<file path="src/verilog/bsr_macros.svh">
`ifndef BSR_MACROS_SVH
`define BSR_MACROS_SVH

// image geometry
`define BSR_ROW_BITS 64
`define BSR_WORD_BITS 32
`define BSR_WORDS_PER_ROW 2

// row number, 64 rows
`define BSR_ROW_AW 6

// word address into the image memory
`define BSR_MEM_AW 7

// column index within a row
`define BSR_COL_W 6

// gap counter and its limit
`define BSR_GAP_W 4

`endif

</file>
<file path="src/verilog/bsr_pkg.sv">
`include "bsr_macros.svh"
`default_nettype none

package bsr_pkg;

	typedef logic [`BSR_ROW_AW-1:0] row_num_t;
	typedef logic [`BSR_ROW_BITS-1:0] row_bits_t;
	typedef logic [`BSR_COL_W-1:0] col_idx_t;
	typedef logic [`BSR_GAP_W-1:0] gap_t;
	typedef logic [`BSR_MEM_AW-1:0] mem_addr_t;
	typedef logic [`BSR_WORD_BITS-1:0] mem_word_t;

	// stable while i_trig is high
	typedef struct packed {
		row_num_t first_row;
		row_num_t last_row;
		gap_t max_gap;
	} bsr_cfg_t;

	typedef struct packed {
		logic cyc;
		logic stb;
		logic we;
		mem_addr_t adr;
		mem_word_t dat;
	} wb_req_t;

	typedef struct packed {
		logic ack;
		mem_word_t dat;
	} wb_rsp_t;

	// fetch to scan
	typedef struct packed {
		row_num_t row;
		logic first;
		logic last;
		row_bits_t bits;
	} row_item_t;

	// scan to write-back
	typedef struct packed {
		row_num_t row;
		logic last;
		row_bits_t bits;
	} out_item_t;

	typedef enum logic [1:0] {
		FETCH_IDLE,
		FETCH_READ,
		FETCH_HOLD,
		FETCH_DRAIN
	} fetch_state_t;

	typedef enum logic [2:0] {
		SCAN_IDLE,
		SCAN_SEEK,
		SCAN_TRACK,
		SCAN_CLOSED,
		SCAN_MASK,
		SCAN_OUT
	} scan_state_t;

	typedef enum logic {
		WB_IDLE,
		WB_WRITE
	} wb_state_t;

endpackage

`default_nettype wire

</file>
<file path="src/verilog/row_fetch.sv">
`include "bsr_macros.svh"
`default_nettype none

module row_fetch (
	input wire logic i_clk,
	input wire logic i_rstn,
	input wire logic i_trig,
	input wire bsr_pkg::bsr_cfg_t i_cfg,
	output bsr_pkg::row_item_t o_item,
	output logic o_row_valid,
	input wire logic i_row_ready,
	output bsr_pkg::wb_req_t o_wb,
	input wire bsr_pkg::wb_rsp_t i_wb
);

	localparam int WIDX_W = $clog2(`BSR_WORDS_PER_ROW);
	localparam logic [WIDX_W-1:0] LAST_WORD = WIDX_W'(`BSR_WORDS_PER_ROW - 1);

	bsr_pkg::fetch_state_t state;
	bsr_pkg::row_num_t row_cnt;
	bsr_pkg::row_bits_t row_buf;
	logic [WIDX_W-1:0] word_cnt;
	logic first_flag;
	logic trig_q;

	always_ff @(posedge i_clk or negedge i_rstn)
	begin
		if (!i_rstn)
		begin
			state <= bsr_pkg::FETCH_IDLE;
			row_cnt <= '0;
			word_cnt <= '0;
			first_flag <= 1'b0;
			trig_q <= 1'b0;
		end
		else
		begin
			trig_q <= i_trig;
			case (state)
				bsr_pkg::FETCH_IDLE:
				begin
					// start only on a rising trig
					if (i_trig && !trig_q)
					begin
						row_cnt <= i_cfg.first_row;
						word_cnt <= '0;
						first_flag <= 1'b1;
						state <= bsr_pkg::FETCH_READ;
					end
				end
				bsr_pkg::FETCH_READ:
				begin
					if (i_wb.ack)
					begin
						if (word_cnt == LAST_WORD)
							state <= bsr_pkg::FETCH_HOLD;
						else
							word_cnt <= word_cnt + 1'b1;
					end
				end
				bsr_pkg::FETCH_HOLD:
				begin
					if (i_row_ready)
					begin
						first_flag <= 1'b0;
						word_cnt <= '0;
						if (row_cnt == i_cfg.last_row)
							state <= bsr_pkg::FETCH_DRAIN;
						else
						begin
							row_cnt <= row_cnt + 1'b1;
							state <= bsr_pkg::FETCH_READ;
						end
					end
				end
				bsr_pkg::FETCH_DRAIN:
				begin
					// run finished, wait for the trig level to drop
					if (!i_trig)
						state <= bsr_pkg::FETCH_IDLE;
				end
				default:
					state <= bsr_pkg::FETCH_IDLE;
			endcase
		end
	end

	// word k of the row lands in bits k*32 upward
	always_ff @(posedge i_clk)
	begin
		if (state == bsr_pkg::FETCH_READ && i_wb.ack)
			row_buf[word_cnt*`BSR_WORD_BITS +: `BSR_WORD_BITS] <= i_wb.dat;
	end

	assign o_wb.cyc = (state == bsr_pkg::FETCH_READ);
	assign o_wb.stb = (state == bsr_pkg::FETCH_READ);
	assign o_wb.we = 1'b0;
	assign o_wb.adr = bsr_pkg::mem_addr_t'(row_cnt * `BSR_WORDS_PER_ROW)
		+ bsr_pkg::mem_addr_t'(word_cnt);
	assign o_wb.dat = '0;

	assign o_row_valid = (state == bsr_pkg::FETCH_HOLD);
	assign o_item = '{row: row_cnt, first: first_flag,
		last: (row_cnt == i_cfg.last_row), bits: row_buf};

endmodule

`default_nettype wire

</file>
<file path="src/verilog/boundary_scan.sv">
`include "bsr_macros.svh"
`default_nettype none

module boundary_scan (
	input wire logic i_clk,
	input wire logic i_rstn,
	input wire bsr_pkg::row_item_t i_item,
	input wire logic i_row_valid,
	output logic o_row_ready,
	input wire bsr_pkg::gap_t i_max_gap,
	output bsr_pkg::out_item_t o_item,
	output logic o_out_valid,
	input wire logic i_out_ready
);

	localparam bsr_pkg::row_bits_t ALL_ONES = '1;
	localparam bsr_pkg::col_idx_t LAST_COL = bsr_pkg::col_idx_t'(`BSR_ROW_BITS - 1);

	bsr_pkg::scan_state_t state;
	bsr_pkg::col_idx_t col;
	bsr_pkg::gap_t gap;
	logic found;

	bsr_pkg::row_bits_t raw_row;
	bsr_pkg::row_bits_t filt_sr;
	bsr_pkg::row_bits_t prev_mask;
	bsr_pkg::row_bits_t new_mask;
	bsr_pkg::row_bits_t out_bits;
	bsr_pkg::row_num_t cur_row;
	bsr_pkg::col_idx_t left_b;
	bsr_pkg::col_idx_t right_b;
	logic cur_last;
	logic cur_bit;

	// filtered row shifts right, column col sits in bit 0
	assign cur_bit = filt_sr[0];

	always_ff @(posedge i_clk or negedge i_rstn)
	begin
		if (!i_rstn)
		begin
			state <= bsr_pkg::SCAN_IDLE;
			col <= '0;
			gap <= '0;
			found <= 1'b0;
		end
		else
		begin
			case (state)
				bsr_pkg::SCAN_IDLE:
				begin
					if (i_row_valid)
					begin
						col <= '0;
						gap <= '0;
						found <= 1'b0;
						state <= bsr_pkg::SCAN_SEEK;
					end
				end
				bsr_pkg::SCAN_SEEK, bsr_pkg::SCAN_TRACK, bsr_pkg::SCAN_CLOSED:
				begin
					if (state == bsr_pkg::SCAN_SEEK && cur_bit)
					begin
						found <= 1'b1;
						gap <= '0;
						state <= bsr_pkg::SCAN_TRACK;
					end
					else if (state == bsr_pkg::SCAN_TRACK)
					begin
						if (cur_bit)
							gap <= '0;
						else if (gap >= i_max_gap)
							state <= bsr_pkg::SCAN_CLOSED;
						else
							gap <= gap + 1'b1;
					end
					// last column overrides the phase change
					if (col == LAST_COL)
						state <= bsr_pkg::SCAN_MASK;
					else
						col <= col + 1'b1;
				end
				bsr_pkg::SCAN_MASK:
					state <= bsr_pkg::SCAN_OUT;
				bsr_pkg::SCAN_OUT:
				begin
					if (i_out_ready)
						state <= bsr_pkg::SCAN_IDLE;
				end
				default:
					state <= bsr_pkg::SCAN_IDLE;
			endcase
		end
	end

	always_ff @(posedge i_clk)
	begin
		case (state)
			bsr_pkg::SCAN_IDLE:
			begin
				if (i_row_valid)
				begin
					raw_row <= i_item.bits;
					// a new run starts from an all-ones mask
					filt_sr <= i_item.bits & (i_item.first ? ALL_ONES : prev_mask);
					cur_row <= i_item.row;
					cur_last <= i_item.last;
				end
			end
			bsr_pkg::SCAN_SEEK, bsr_pkg::SCAN_TRACK, bsr_pkg::SCAN_CLOSED:
			begin
				filt_sr <= filt_sr >> 1;
				if (cur_bit && state == bsr_pkg::SCAN_SEEK)
				begin
					left_b <= col;
					right_b <= col;
				end
				else if (cur_bit && state == bsr_pkg::SCAN_TRACK)
					right_b <= col;
			end
			bsr_pkg::SCAN_MASK:
			begin
				prev_mask <= new_mask;
				out_bits <= raw_row & new_mask;
			end
			default:
			begin
			end
		endcase
	end

	// ones from left through right, zero when nothing was seen
	always_comb
	begin
		new_mask = '0;
		if (found)
			new_mask = (ALL_ONES << left_b) & (ALL_ONES >> (`BSR_ROW_BITS - 1 - right_b));
	end

	assign o_row_ready = (state == bsr_pkg::SCAN_IDLE);
	assign o_out_valid = (state == bsr_pkg::SCAN_OUT);
	assign o_item = '{row: cur_row, last: cur_last, bits: out_bits};

endmodule

`default_nettype wire

</file>
<file path="src/verilog/row_writeback.sv">
`include "bsr_macros.svh"
`default_nettype none

module row_writeback (
	input wire logic i_clk,
	input wire logic i_rstn,
	input wire logic i_trig,
	input wire bsr_pkg::out_item_t i_item,
	input wire logic i_out_valid,
	output logic o_out_ready,
	output bsr_pkg::wb_req_t o_wb,
	input wire bsr_pkg::wb_rsp_t i_wb,
	output logic o_done
);

	localparam int WIDX_W = $clog2(`BSR_WORDS_PER_ROW);
	localparam logic [WIDX_W-1:0] LAST_WORD = WIDX_W'(`BSR_WORDS_PER_ROW - 1);

	bsr_pkg::wb_state_t state;
	logic [WIDX_W-1:0] word_cnt;
	logic done_r;

	bsr_pkg::row_bits_t wr_bits;
	bsr_pkg::row_num_t wr_row;
	logic wr_last;

	always_ff @(posedge i_clk or negedge i_rstn)
	begin
		if (!i_rstn)
		begin
			state <= bsr_pkg::WB_IDLE;
			word_cnt <= '0;
			done_r <= 1'b0;
		end
		else
		begin
			case (state)
				bsr_pkg::WB_IDLE:
				begin
					if (i_out_valid)
					begin
						word_cnt <= '0;
						state <= bsr_pkg::WB_WRITE;
					end
				end
				bsr_pkg::WB_WRITE:
				begin
					if (i_wb.ack)
					begin
						if (word_cnt == LAST_WORD)
							state <= bsr_pkg::WB_IDLE;
						else
							word_cnt <= word_cnt + 1'b1;
					end
				end
				default:
					state <= bsr_pkg::WB_IDLE;
			endcase

			// done holds until trig drops
			if (!i_trig)
				done_r <= 1'b0;
			else if (state == bsr_pkg::WB_WRITE && i_wb.ack && word_cnt == LAST_WORD
				&& wr_last)
				done_r <= 1'b1;
		end
	end

	always_ff @(posedge i_clk)
	begin
		if (state == bsr_pkg::WB_IDLE && i_out_valid)
		begin
			wr_bits <= i_item.bits;
			wr_row <= i_item.row;
			wr_last <= i_item.last;
		end
	end

	assign o_out_ready = (state == bsr_pkg::WB_IDLE);

	assign o_wb.cyc = (state == bsr_pkg::WB_WRITE);
	assign o_wb.stb = (state == bsr_pkg::WB_WRITE);
	assign o_wb.we = 1'b1;
	assign o_wb.adr = bsr_pkg::mem_addr_t'(wr_row * `BSR_WORDS_PER_ROW)
		+ bsr_pkg::mem_addr_t'(word_cnt);
	assign o_wb.dat = wr_bits[word_cnt*`BSR_WORD_BITS +: `BSR_WORD_BITS];

	assign o_done = done_r & i_trig;

endmodule

`default_nettype wire

</file>
<file path="src/verilog/mem_bus_arbiter.sv">
`default_nettype none

module mem_bus_arbiter (
	input wire logic i_clk,
	input wire logic i_rstn,
	input wire bsr_pkg::wb_req_t i_fetch_req,
	output bsr_pkg::wb_rsp_t o_fetch_rsp,
	input wire bsr_pkg::wb_req_t i_wr_req,
	output bsr_pkg::wb_rsp_t o_wr_rsp,
	output bsr_pkg::wb_req_t o_wb,
	input wire bsr_pkg::wb_rsp_t i_wb
);

	// gnt_wr picks the owner while gnt_valid is set
	logic gnt_valid;
	logic gnt_wr;

	always_ff @(posedge i_clk or negedge i_rstn)
	begin
		if (!i_rstn)
		begin
			gnt_valid <= 1'b0;
			gnt_wr <= 1'b0;
		end
		else if (!gnt_valid)
		begin
			// write-back first on a tie
			if (i_wr_req.cyc && i_wr_req.stb)
			begin
				gnt_valid <= 1'b1;
				gnt_wr <= 1'b1;
			end
			else if (i_fetch_req.cyc && i_fetch_req.stb)
			begin
				gnt_valid <= 1'b1;
				gnt_wr <= 1'b0;
			end
		end
		else if (i_wb.ack)
			gnt_valid <= 1'b0;
	end

	assign o_wb = !gnt_valid ? '0 : (gnt_wr ? i_wr_req : i_fetch_req);

	assign o_fetch_rsp.ack = gnt_valid && !gnt_wr && i_wb.ack;
	assign o_fetch_rsp.dat = i_wb.dat;
	assign o_wr_rsp.ack = gnt_valid && gnt_wr && i_wb.ack;
	assign o_wr_rsp.dat = i_wb.dat;

endmodule

`default_nettype wire

</file>
<file path="src/verilog/boundary_search.sv">
`default_nettype none

module boundary_search (
	input wire logic i_clk,
	input wire logic i_rstn,
	input wire logic i_trig,
	output logic o_done,
	input wire bsr_pkg::bsr_cfg_t i_cfg,
	output bsr_pkg::wb_req_t o_wb,
	input wire bsr_pkg::wb_rsp_t i_wb
);

	bsr_pkg::row_item_t row_item;
	logic row_valid;
	logic row_ready;

	bsr_pkg::out_item_t out_item;
	logic out_valid;
	logic out_ready;

	bsr_pkg::wb_req_t fetch_req;
	bsr_pkg::wb_rsp_t fetch_rsp;
	bsr_pkg::wb_req_t wr_req;
	bsr_pkg::wb_rsp_t wr_rsp;

	// stage 1, row reads
	row_fetch u_row_fetch (
		.i_clk(i_clk),
		.i_rstn(i_rstn),
		.i_trig(i_trig),
		.i_cfg(i_cfg),
		.o_item(row_item),
		.o_row_valid(row_valid),
		.i_row_ready(row_ready),
		.o_wb(fetch_req),
		.i_wb(fetch_rsp)
	);

	// stage 2, column scan and mask
	boundary_scan u_boundary_scan (
		.i_clk(i_clk),
		.i_rstn(i_rstn),
		.i_item(row_item),
		.i_row_valid(row_valid),
		.o_row_ready(row_ready),
		.i_max_gap(i_cfg.max_gap),
		.o_item(out_item),
		.o_out_valid(out_valid),
		.i_out_ready(out_ready)
	);

	// stage 3, masked row writes
	row_writeback u_row_writeback (
		.i_clk(i_clk),
		.i_rstn(i_rstn),
		.i_trig(i_trig),
		.i_item(out_item),
		.i_out_valid(out_valid),
		.o_out_ready(out_ready),
		.o_wb(wr_req),
		.i_wb(wr_rsp),
		.o_done(o_done)
	);

	mem_bus_arbiter u_mem_bus_arbiter (
		.i_clk(i_clk),
		.i_rstn(i_rstn),
		.i_fetch_req(fetch_req),
		.o_fetch_rsp(fetch_rsp),
		.i_wr_req(wr_req),
		.o_wr_rsp(wr_rsp),
		.o_wb(o_wb),
		.i_wb(i_wb)
	);

endmodule

`default_nettype wire

</file>
<file path="config.mk">
export PLATFORM = sky130hd
export DESIGN_NAME = boundary_search
export DESIGN_NICKNAME = d
export VERILOG_FILES = /design/src/verilog/bsr_pkg.sv /design/src/verilog/row_fetch.sv /design/src/verilog/boundary_scan.sv /design/src/verilog/row_writeback.sv /design/src/verilog/mem_bus_arbiter.sv /design/src/verilog/boundary_search.sv
export VERILOG_INCLUDE_DIRS = /design/src /design/src/verilog
export SDC_FILE = /design/constraint.sdc
export NUM_CORES = 1
export LEC_CHECK = 0
export BUFFER_PORTS_ARGS = -buffer_cell sky130_fd_sc_hd__buf_4
export CORE_MARGIN = 2
export CORE_UTILIZATION = 61
export DETAILED_ROUTE_END_ITERATION = 10
export PLACE_DENSITY = 0.8
export SYNTH_ARGS = -nofsm -noshare
export SYNTH_HDL_FRONTEND = slang
export SYNTH_SLANG_ARGS = --single-unit
</file>
<file path="constraint.sdc">
create_clock -name i_clk -period 6.4 [get_ports i_clk]
set_clock_uncertainty 0.2 [all_clocks]
set_input_delay 0.32 -clock i_clk [delete_from_list [all_inputs] [get_ports i_clk]]
set_output_delay 0.32 -clock i_clk [all_outputs]
set_load 0.01 [all_outputs]
</file>
==> impl_metrics.ini, run 1 <==
[power_and_ir_drop]
p_sw_mw = 1.28
switching_share_pct = 21.5
seq_power_share_pct = 52.4
clockPowerShare_pct = 39.0
cellPowerDensity_nw_per_um2 = 294
vdd_drop_max_mv = 0.192
power.internal_mw = 4.69
p_leak_nw = 6.96
pwr-share-comb_pct = 8.6

[routing]
viasPerCell = 5.99
wl_per_cell_um = 21.2
wirelength_mm = 37.8
drtAntennaViolNets = 0
drc_errors = 0
detail_route.iter0.violations = 1028
drt_first_pass_iters = 5
num_vias = 10700

[clocking]
cts_buffer_depth = 3
clkLatencyLatePin_ps = 540
clkTransAtPathRegs_ps = 60
cts_buffers = 43
htreeDepth = 2
cts_root_buf = clkbuf_16
ctsHoldBuffers = 41
cts_tree = yes
cts_resized = 0
cts_sinks = 440
cts_setup_buffers = 0

[yosys]
ys_seq_elements = 440
synth_flop_cell = edfxtp_1
synthAdderAreaFrac_pct = 0.499
synth_mux_area_share_pct = 2.22
ys_warn_count = 0
syn-num-nets = 1299
yosys.area_share.simple_pct = 11.7
synth-seq-area-share_pct = 74.4
avgSynthCellArea_um2 = 14.2
synth_top_family_by_area = simple AND/OR/NAND/NOR gates
synth-edff-count = 410
synth_area_um2 = 17600
synth_xor_area_share_pct = 0.499
async_flop_share_pct = 6.82
postSynthCellCount = 1240
synth_compound_area_share_pct = 8.76
ys_types = 61

[die]
die_area_um2 = 30200
start_util_pct = 61.5
core_area_um2 = 28500
rows = 62
io_pins = 95
die_height_um = 174
fp.dieW_um = 174

[final_layout]
layout_common_cells = edfxtp_1, o21ai_0, nand2_1
area_delta_synth_final_pct = 15.5
layout_commonest_cell = edfxtp_1
drive_above_1_share_pct = 12.6
diodes = 0
n_fill_cell = 1897
nNetsFinal = 1426

[sta]
finalHoldViolations = 0
rsz0062_at_grt = no
relSlewSlack_pct = 18.4
tns_ps = 0
min_period_ps = 3240
slew_violations = 0
final-setup-viol-count = 0
fin_crit_sh_pct = 50.7
worst_slew_pin_slew_ps = 1190
timing.final.ws_setup_ps = 3160
fmax_ghz = 0.308

[status]
status = finished, final reports clean

[grt]
antenna_found_initial = 0
grt-ovfl-total = 0
grt_pass1_vias = 10500
grt_usage_pct = 25.1
grt_first_pass_wirelength_mm = 58.1
grt_max_degree = 74

[run]
cap_violations = 0

[setup_path]
path_cells = nor2_1 > and2_4 > buf_4
cp_max_fo = 65
worst-path-buf-inv = 1
worstSetupEndpointType = flop
path_class = reg -> reg
path_delay_family = simple AND/OR/NAND/NOR gates
startpoint_type = flop
critical_path.slowest_cell = buf_4
max_stage_delay_ps = 830
worst-endpoint-arrival_ps = 3200
critical_path_required_ps = 6360

[placed_design]
post-dp-hpwl_mm = 23.8
routabilityCongestion = 0.954
dp_slack_ps = 3180
io_buffers = 94

[min_path]
hold_path.class = in -> async
## cell families after synthesis
kind of cell / Yosys count
compound gates: 257
simple gates: 405
buf+inv: 82
flops: 440
mux: 39
xor+xnor: 10
fa+ha+maj: 7
## registers in the layout, summed over array words and instances, names as in the netlist, 2 cells and up
register and flops:
u_boundary_scan.filt_sr 64, u_boundary_scan.out_bits 64, u_boundary_scan.prev_mask 64, u_boundary_scan.raw_row 64
u_row_fetch.row_buf 64, u_row_writeback.wr_bits 64, u_boundary_scan.col 6, u_boundary_scan.cur_row 6
u_boundary_scan.left_b 6, u_boundary_scan.right_b 6, u_row_fetch.row_cnt 6, u_row_writeback.wr_row 6
u_boundary_scan.gap 4, u_boundary_scan.state 3, u_row_fetch.state 2
## final cells by class
cell class	count	area, um2	area share, %
sequential	440	13100	64.4
multi-input combinational	718	4200	20.7
timing repair buffer	146	1200	5.91
clock buffer	55	1120	5.53
tap	384	480	2.37
clock inverter	20	155	0.765
inverter	18	67.6	0.333
## routing by layer
metal / share of wire, % / wire, um / vias to the layer above / global-route usage [%]
li1: - / - / 4852 / -
met4: 2.2 / 835 / 0 / 6.76
met3: 6.8 / 2580 / 69 / 3.36
met2: 50 / 19000 / 456 / 42.6
met5: 0 / 0 / - / 0
met1: 41 / 15500 / 5299 / 34.8
## synth_stat cells, types with 3 or more instances
cell type / instances / area share, %
a211oi_1: 17 / 0.73
nand2b_1: 7 / 0.25
clkbuf_1: 49 / 1.0
o22ai_1: 4 / 0.14
a221oi_1: 9 / 0.45
xnor2_1: 8 / 0.40
nand2_1: 110 / 2.4
o211ai_1: 6 / 0.26
o21ai_0: 120 / 3.4
a21oi_1: 23 / 0.66
or3_1: 5 / 0.18
dfrtp_1: 30 / 4.3
and2_1: 105 / 3.7
buf_2: 7 / 0.20
and3_1: 10 / 0.36
mux2i_1: 39 / 2.2
inv_1: 17 / 0.36
o21ai_1: 32 / 0.91
edfxtp_1: 410 / 70
a21o_1: 5 / 0.21
o21a_1: 4 / 0.17
or4_1: 4 / 0.17
ha_1: 7 / 0.50
a31oi_1: 6 / 0.21
nand4_1: 3 / 0.11
a311oi_1: 5 / 0.25
buf_4: 3 / 0.13
nand3_1: 16 / 0.46
nor3b_1: 3 / 0.13
nor2_1: 72 / 1.5
or2_1: 3 / 0.11
buf_1: 4 / 0.085
nor3_1: 18 / 0.51
nor2b_1: 43 / 1.5
## per-stage QoR
step           utilization (%)  total power, mW  cells  hold slack (ps)  cell area [um2]
2_1_floorplan                -             3.41   1240             -176            17600
5_1_grt                   71.1             6.13   1781             72.6            20300
6_report                  71.1             5.97   1781             40.8            20300
3_5_place_dp              65.2             3.68   1665             69.9            18600
4_1_cts                   71.1             5.99   1781             47.7            20300
3_3_place_gp              65.2             3.67   1665             71.0            18600
## power by group through the flow
stage | Sequential (mW) | Clock, mW | Combinational [mW]
3_5_place_dp | 3.19 | 0 | 0.494
5_1_grt | 3.13 | 2.46 | 0.548
4_1_cts | 3.13 | 2.35 | 0.516
3_3_place_gp | 3.19 | 0 | 0.486
2_1_floorplan | 3.18 | 0 | 0.230
6_report | 3.13 | 2.33 | 0.514
## path summary, 6_finish.rpt
kind                                                        start                                     end  slack, ps  cells after the start
max                          u_boundary_scan.state[1]$_DFFE_PN0P_  u_boundary_scan.out_bits[29]$_DFFE_PP_       3160                      3
min                                                        i_rstn      u_boundary_scan.gap[2]$_DFFE_PN0P_         40                      2
max reg2reg                  u_boundary_scan.state[1]$_DFFE_PN0P_  u_boundary_scan.out_bits[29]$_DFFE_PP_       3160                      3
min reg2reg                u_boundary_scan.out_bits[16]$_DFFE_PP_   u_row_writeback.wr_bits[16]$_DFFE_PP_        210                      0
max in group asynchronous                                  i_rstn        u_row_fetch.word_cnt$_DFFE_PN0P_       5660                      2
min in group i_clk                                       i_cfg[6]      u_boundary_scan.cur_last$_DFFE_PP_        150                      4
Note: power is estimated with default switching activity, not from simulation.
==> run 2: changes to the inputs <==
--- a/config.mk
+++ b/config.mk
@@ -6,11 +6,12 @@
 export SDC_FILE = /design/constraint.sdc
 export NUM_CORES = 1
 export LEC_CHECK = 0
+export ABC_AREA = 1
 export BUFFER_PORTS_ARGS = -buffer_cell sky130_fd_sc_hd__buf_4
 export CORE_MARGIN = 2
-export CORE_UTILIZATION = 61
+export CORE_UTILIZATION = 55
 export DETAILED_ROUTE_END_ITERATION = 10
-export PLACE_DENSITY = 0.8
+export PLACE_DENSITY = 0.76
 export SYNTH_ARGS = -nofsm -noshare
 export SYNTH_HDL_FRONTEND = slang
 export SYNTH_SLANG_ARGS = --single-unit
==> constraint.sdc (replaced) <==
create_clock -name i_clk -period 2.7 [get_ports i_clk]
set_clock_uncertainty 0.2 [all_clocks]
set_input_delay 0.135 -clock i_clk [delete_from_list [all_inputs] [get_ports i_clk]]
set_output_delay 0.135 -clock i_clk [all_outputs]
set_load 0.01 [all_outputs]
==> run 2 against run 1 <==
Via count up 10%. Wire length up 9.2%. Die area up 13%. Critical path depth up 2. Highest routed layer unchanged. Utilization down 5.7 points. Sequential power up 150%.
==> impl_metrics.ini, run 2 <==
[yosys]
synth_common_cells = edfxtp_1, nand2_1, nor2_1
synth-seq-area-share_pct = 73.0
synth_most_common_cell = edfxtp_1
netlist_top_cells_area = edfxtp_1, nand2_1, o21ai_0
syn-num-nets = 1555
synth-edff-count = 410
ys_warn_count = 0
synth_xor_area_share_pct = 0.196
ys_seq_elements = 440
async_flop_share_pct = 6.82
avgSynthCellArea_um2 = 12.0
synth_flop_cell = edfxtp_1
synth_area_um2 = 17900
postSynthCellCount = 1496
synthAdderAreaFrac_pct = 0.490
synth_compound_area_share_pct = 6.48
synth_top_area_share_pct = 68.8
yosys.area_share.simple_pct = 15.0
synth_area_leader_cell = edfxtp_1
ys_types = 41
synth_mux_area_share_pct = 0
synth_top_family_by_area = simple AND/OR/NAND/NOR gates

[power_and_ir_drop]
p_leak_nw = 7.73
seq_power_share_pct = 51.5
vdd_drop_max_mv = 0.602
power.internal_mw = 11.5
clockPowerShare_pct = 36.5
p_sw_mw = 3.66
pwr-share-comb_pct = 12.0
switching_share_pct = 24.2
cellPowerDensity_nw_per_um2 = 719

[sta]
min_period_ps = 2500
hold_ws_ps = 60.6
fmax_ghz = 0.399
worst_slew_pin_slew_ps = 746
slew_violations = 0
finalHoldViolations = 0
final-setup-viol-count = 0
relSlewSlack_pct = 50.2
fin_crit_sh_pct = 92.8
tns_ps = 0
rsz0062_at_grt = no

[clocking]
clkLatencyLatePin_ps = 550
cts_sinks = 440
cts_tree = yes
cts_setup_buffers = 0
cts_root_buf = clkbuf_16
cts_buffers = 43
clkTransAtPathRegs_ps = 60
htreeDepth = 2
cts_buffer_depth = 3

[setup_path]
worstSetupEndpointType = output port
worst-endpoint-arrival_ps = 2170
path_delay_family = buffers and inverters
startpoint_type = flop
max_stage_delay_ps = 490
worst-path-buf-inv = 3
cpMostUsedCell = buf_4
critical_path.slowest_cell = clkinv_1
path_cells = clkinv_1 > buf_4 > nor2_1 > nor3_1 > buf_4
cp_max_fo = 20
critical_path_required_ps = 2370
path_class = reg -> out
r2r-start = u_row_fetch.row_cnt[2]$_DFFE_PN0P_
cp-startpoint = u_row_writeback.word_cnt$_DFFE_PN0P_

[die]
io_pins = 95
start_util_pct = 55.4
fp.dieW_um = 184
core_area_um2 = 32300
die_area_um2 = 34000
die_height_um = 184
rows = 66

[grt]
grt_use_met2_pct = 41.0
grt_max_degree = 73
grt_util_met3_pct = 3.50
antenna_found_initial = 0
grt_first_pass_wirelength_mm = 64.0
grt-ovfl-total = 0
grt_usage_pct = 24.9
met1_usage_pct = 35.0
grt_pass1_vias = 11400
grt.busiest_layer = met2

[final_layout]
n_fill_cell = 2338
seq_area_um2 = 13100
diodes = 0
layout_common_cells = edfxtp_1, nand2_1, nor2_1
multi_input_comb_area_um2 = 4010
drive_above_1_share_pct = 13.1
layout_commonest_cell = edfxtp_1
fin_cells = 2142
nNetsFinal = 1727
area_delta_synth_final_pct = 17.9

[routing]
num_vias = 11800
detail_route.iter0.violations = 1072
wirelength_mm = 41.3
drtAntennaViolNets = 0
wl_per_cell_um = 19.3
viasPerCell = 5.49
drt_first_pass_iters = 5
drc_errors = 0

[min_path]
hold_path.class = in -> reg
hold_start = i_cfg[8]

[placed_design]
post-dp-hpwl_mm = 26.6
routabilityCongestion = 1.03
io_buffers = 94
dp_cells = 2011

[run]
cap_violations = 0

[status]
status = finished, final reports clean
run 2: changes by cell type after synthesis, sizes merged, moves of 22 or more:
| cell | delta |
|---|---|
| nor3 | +31 |
| mux2i | -39 |
| nand2 | +168 |
| nor2b | -43 |
| nor2 | +121 |
| and2 | -65 |
| inv | +144 |
| clkbuf | -22 |
run 2: through the flow:
stage          worst slack (ps)  util [%]  total power [mW]  instance area [um2]
2_1_floorplan              -438         -              8.86                17900
3_3_place_gp                516      59.7              9.62                19300
5_1_grt                    52.4      65.3              15.7                21100
6_report                    195      65.3              15.2                21100
4_1_cts                     165      65.3              15.2                21100
3_5_place_dp                491      59.7              9.67                19300
run 2: path summary, 6_finish.rpt:
check / slack [ps] / cells after the start / to
setup / recovery: 200 / 5 / o_wb[17]
hold reg to reg: 200 / 0 / u_row_writeback.wr_bits[55]$_DFFE_PP_
max in group asynchronous: 1700 / 4 / u_row_fetch.word_cnt$_DFFE_PN0P_
min in group asynchronous: 390 / 4 / u_boundary_scan.gap[3]$_DFFE_PN0P_
hold / removal: 60 / 8 / u_row_fetch.state[1]$_DFFE_PN0P_
setup reg to reg: 220 / 7 / u_boundary_scan.cur_last$_DFFE_PP_
run 2: cells by family (layout without fill, tap and decap cells):
logic type	Yosys count	in the layout
buffers and inverters	214	418
XOR/XNOR	4	4
AND/OR/NAND/NOR	618	618
AO/OA/AOI/OAI	213	213
flip-flops	440	440
adder cells (fa/ha/maj)	7	7
run 2: worst register-to-register path: cells and delay by family, from the launching register on:
family / cells / cell delay, ps
AND/OR/NAND/NOR: 4 / 410
buffers and inverters: 3 / 1230
flip-flops: 1 / 510
run 2: final cells by class:
type	count	share of cell area [%]
flip-flops and latches	440	61.9
multi-input cells	842	19.0
repair buffers	176	7.42
clock buffers	60	5.50
inverters	165	2.98
well taps	442	2.62
clock inverters	17	0.552
run 2: power by group through the flow:
stage | combinational (mW) | sequential (mW) | clock [mW]
after floorplan | 0.989 | 7.87 | 0
after global placement | 1.69 | 7.93 | 0
after detailed placement | 1.73 | 7.94 | 0
after CTS | 1.83 | 7.80 | 5.62
after global routing | 2.04 | 7.82 | 5.86
final | 1.82 | 7.80 | 5.54
run 2: repair_timing:
action	CTS	global route
hold endpoints to repair	110	0
hold buffers	54	0
gates resized for setup	1	0
setup endpoints to repair	6	0
run 2: layer usage:
| layer | vias up | share of wire (%) |
|---|---|---|
| met4 | 0 | 2.0 |
| met2 | 472 | 49 |
| li1 | 5453 | - |
| met1 | 5767 | 42 |
| met5 | - | 0 |
| met3 | 62 | 6.6 |
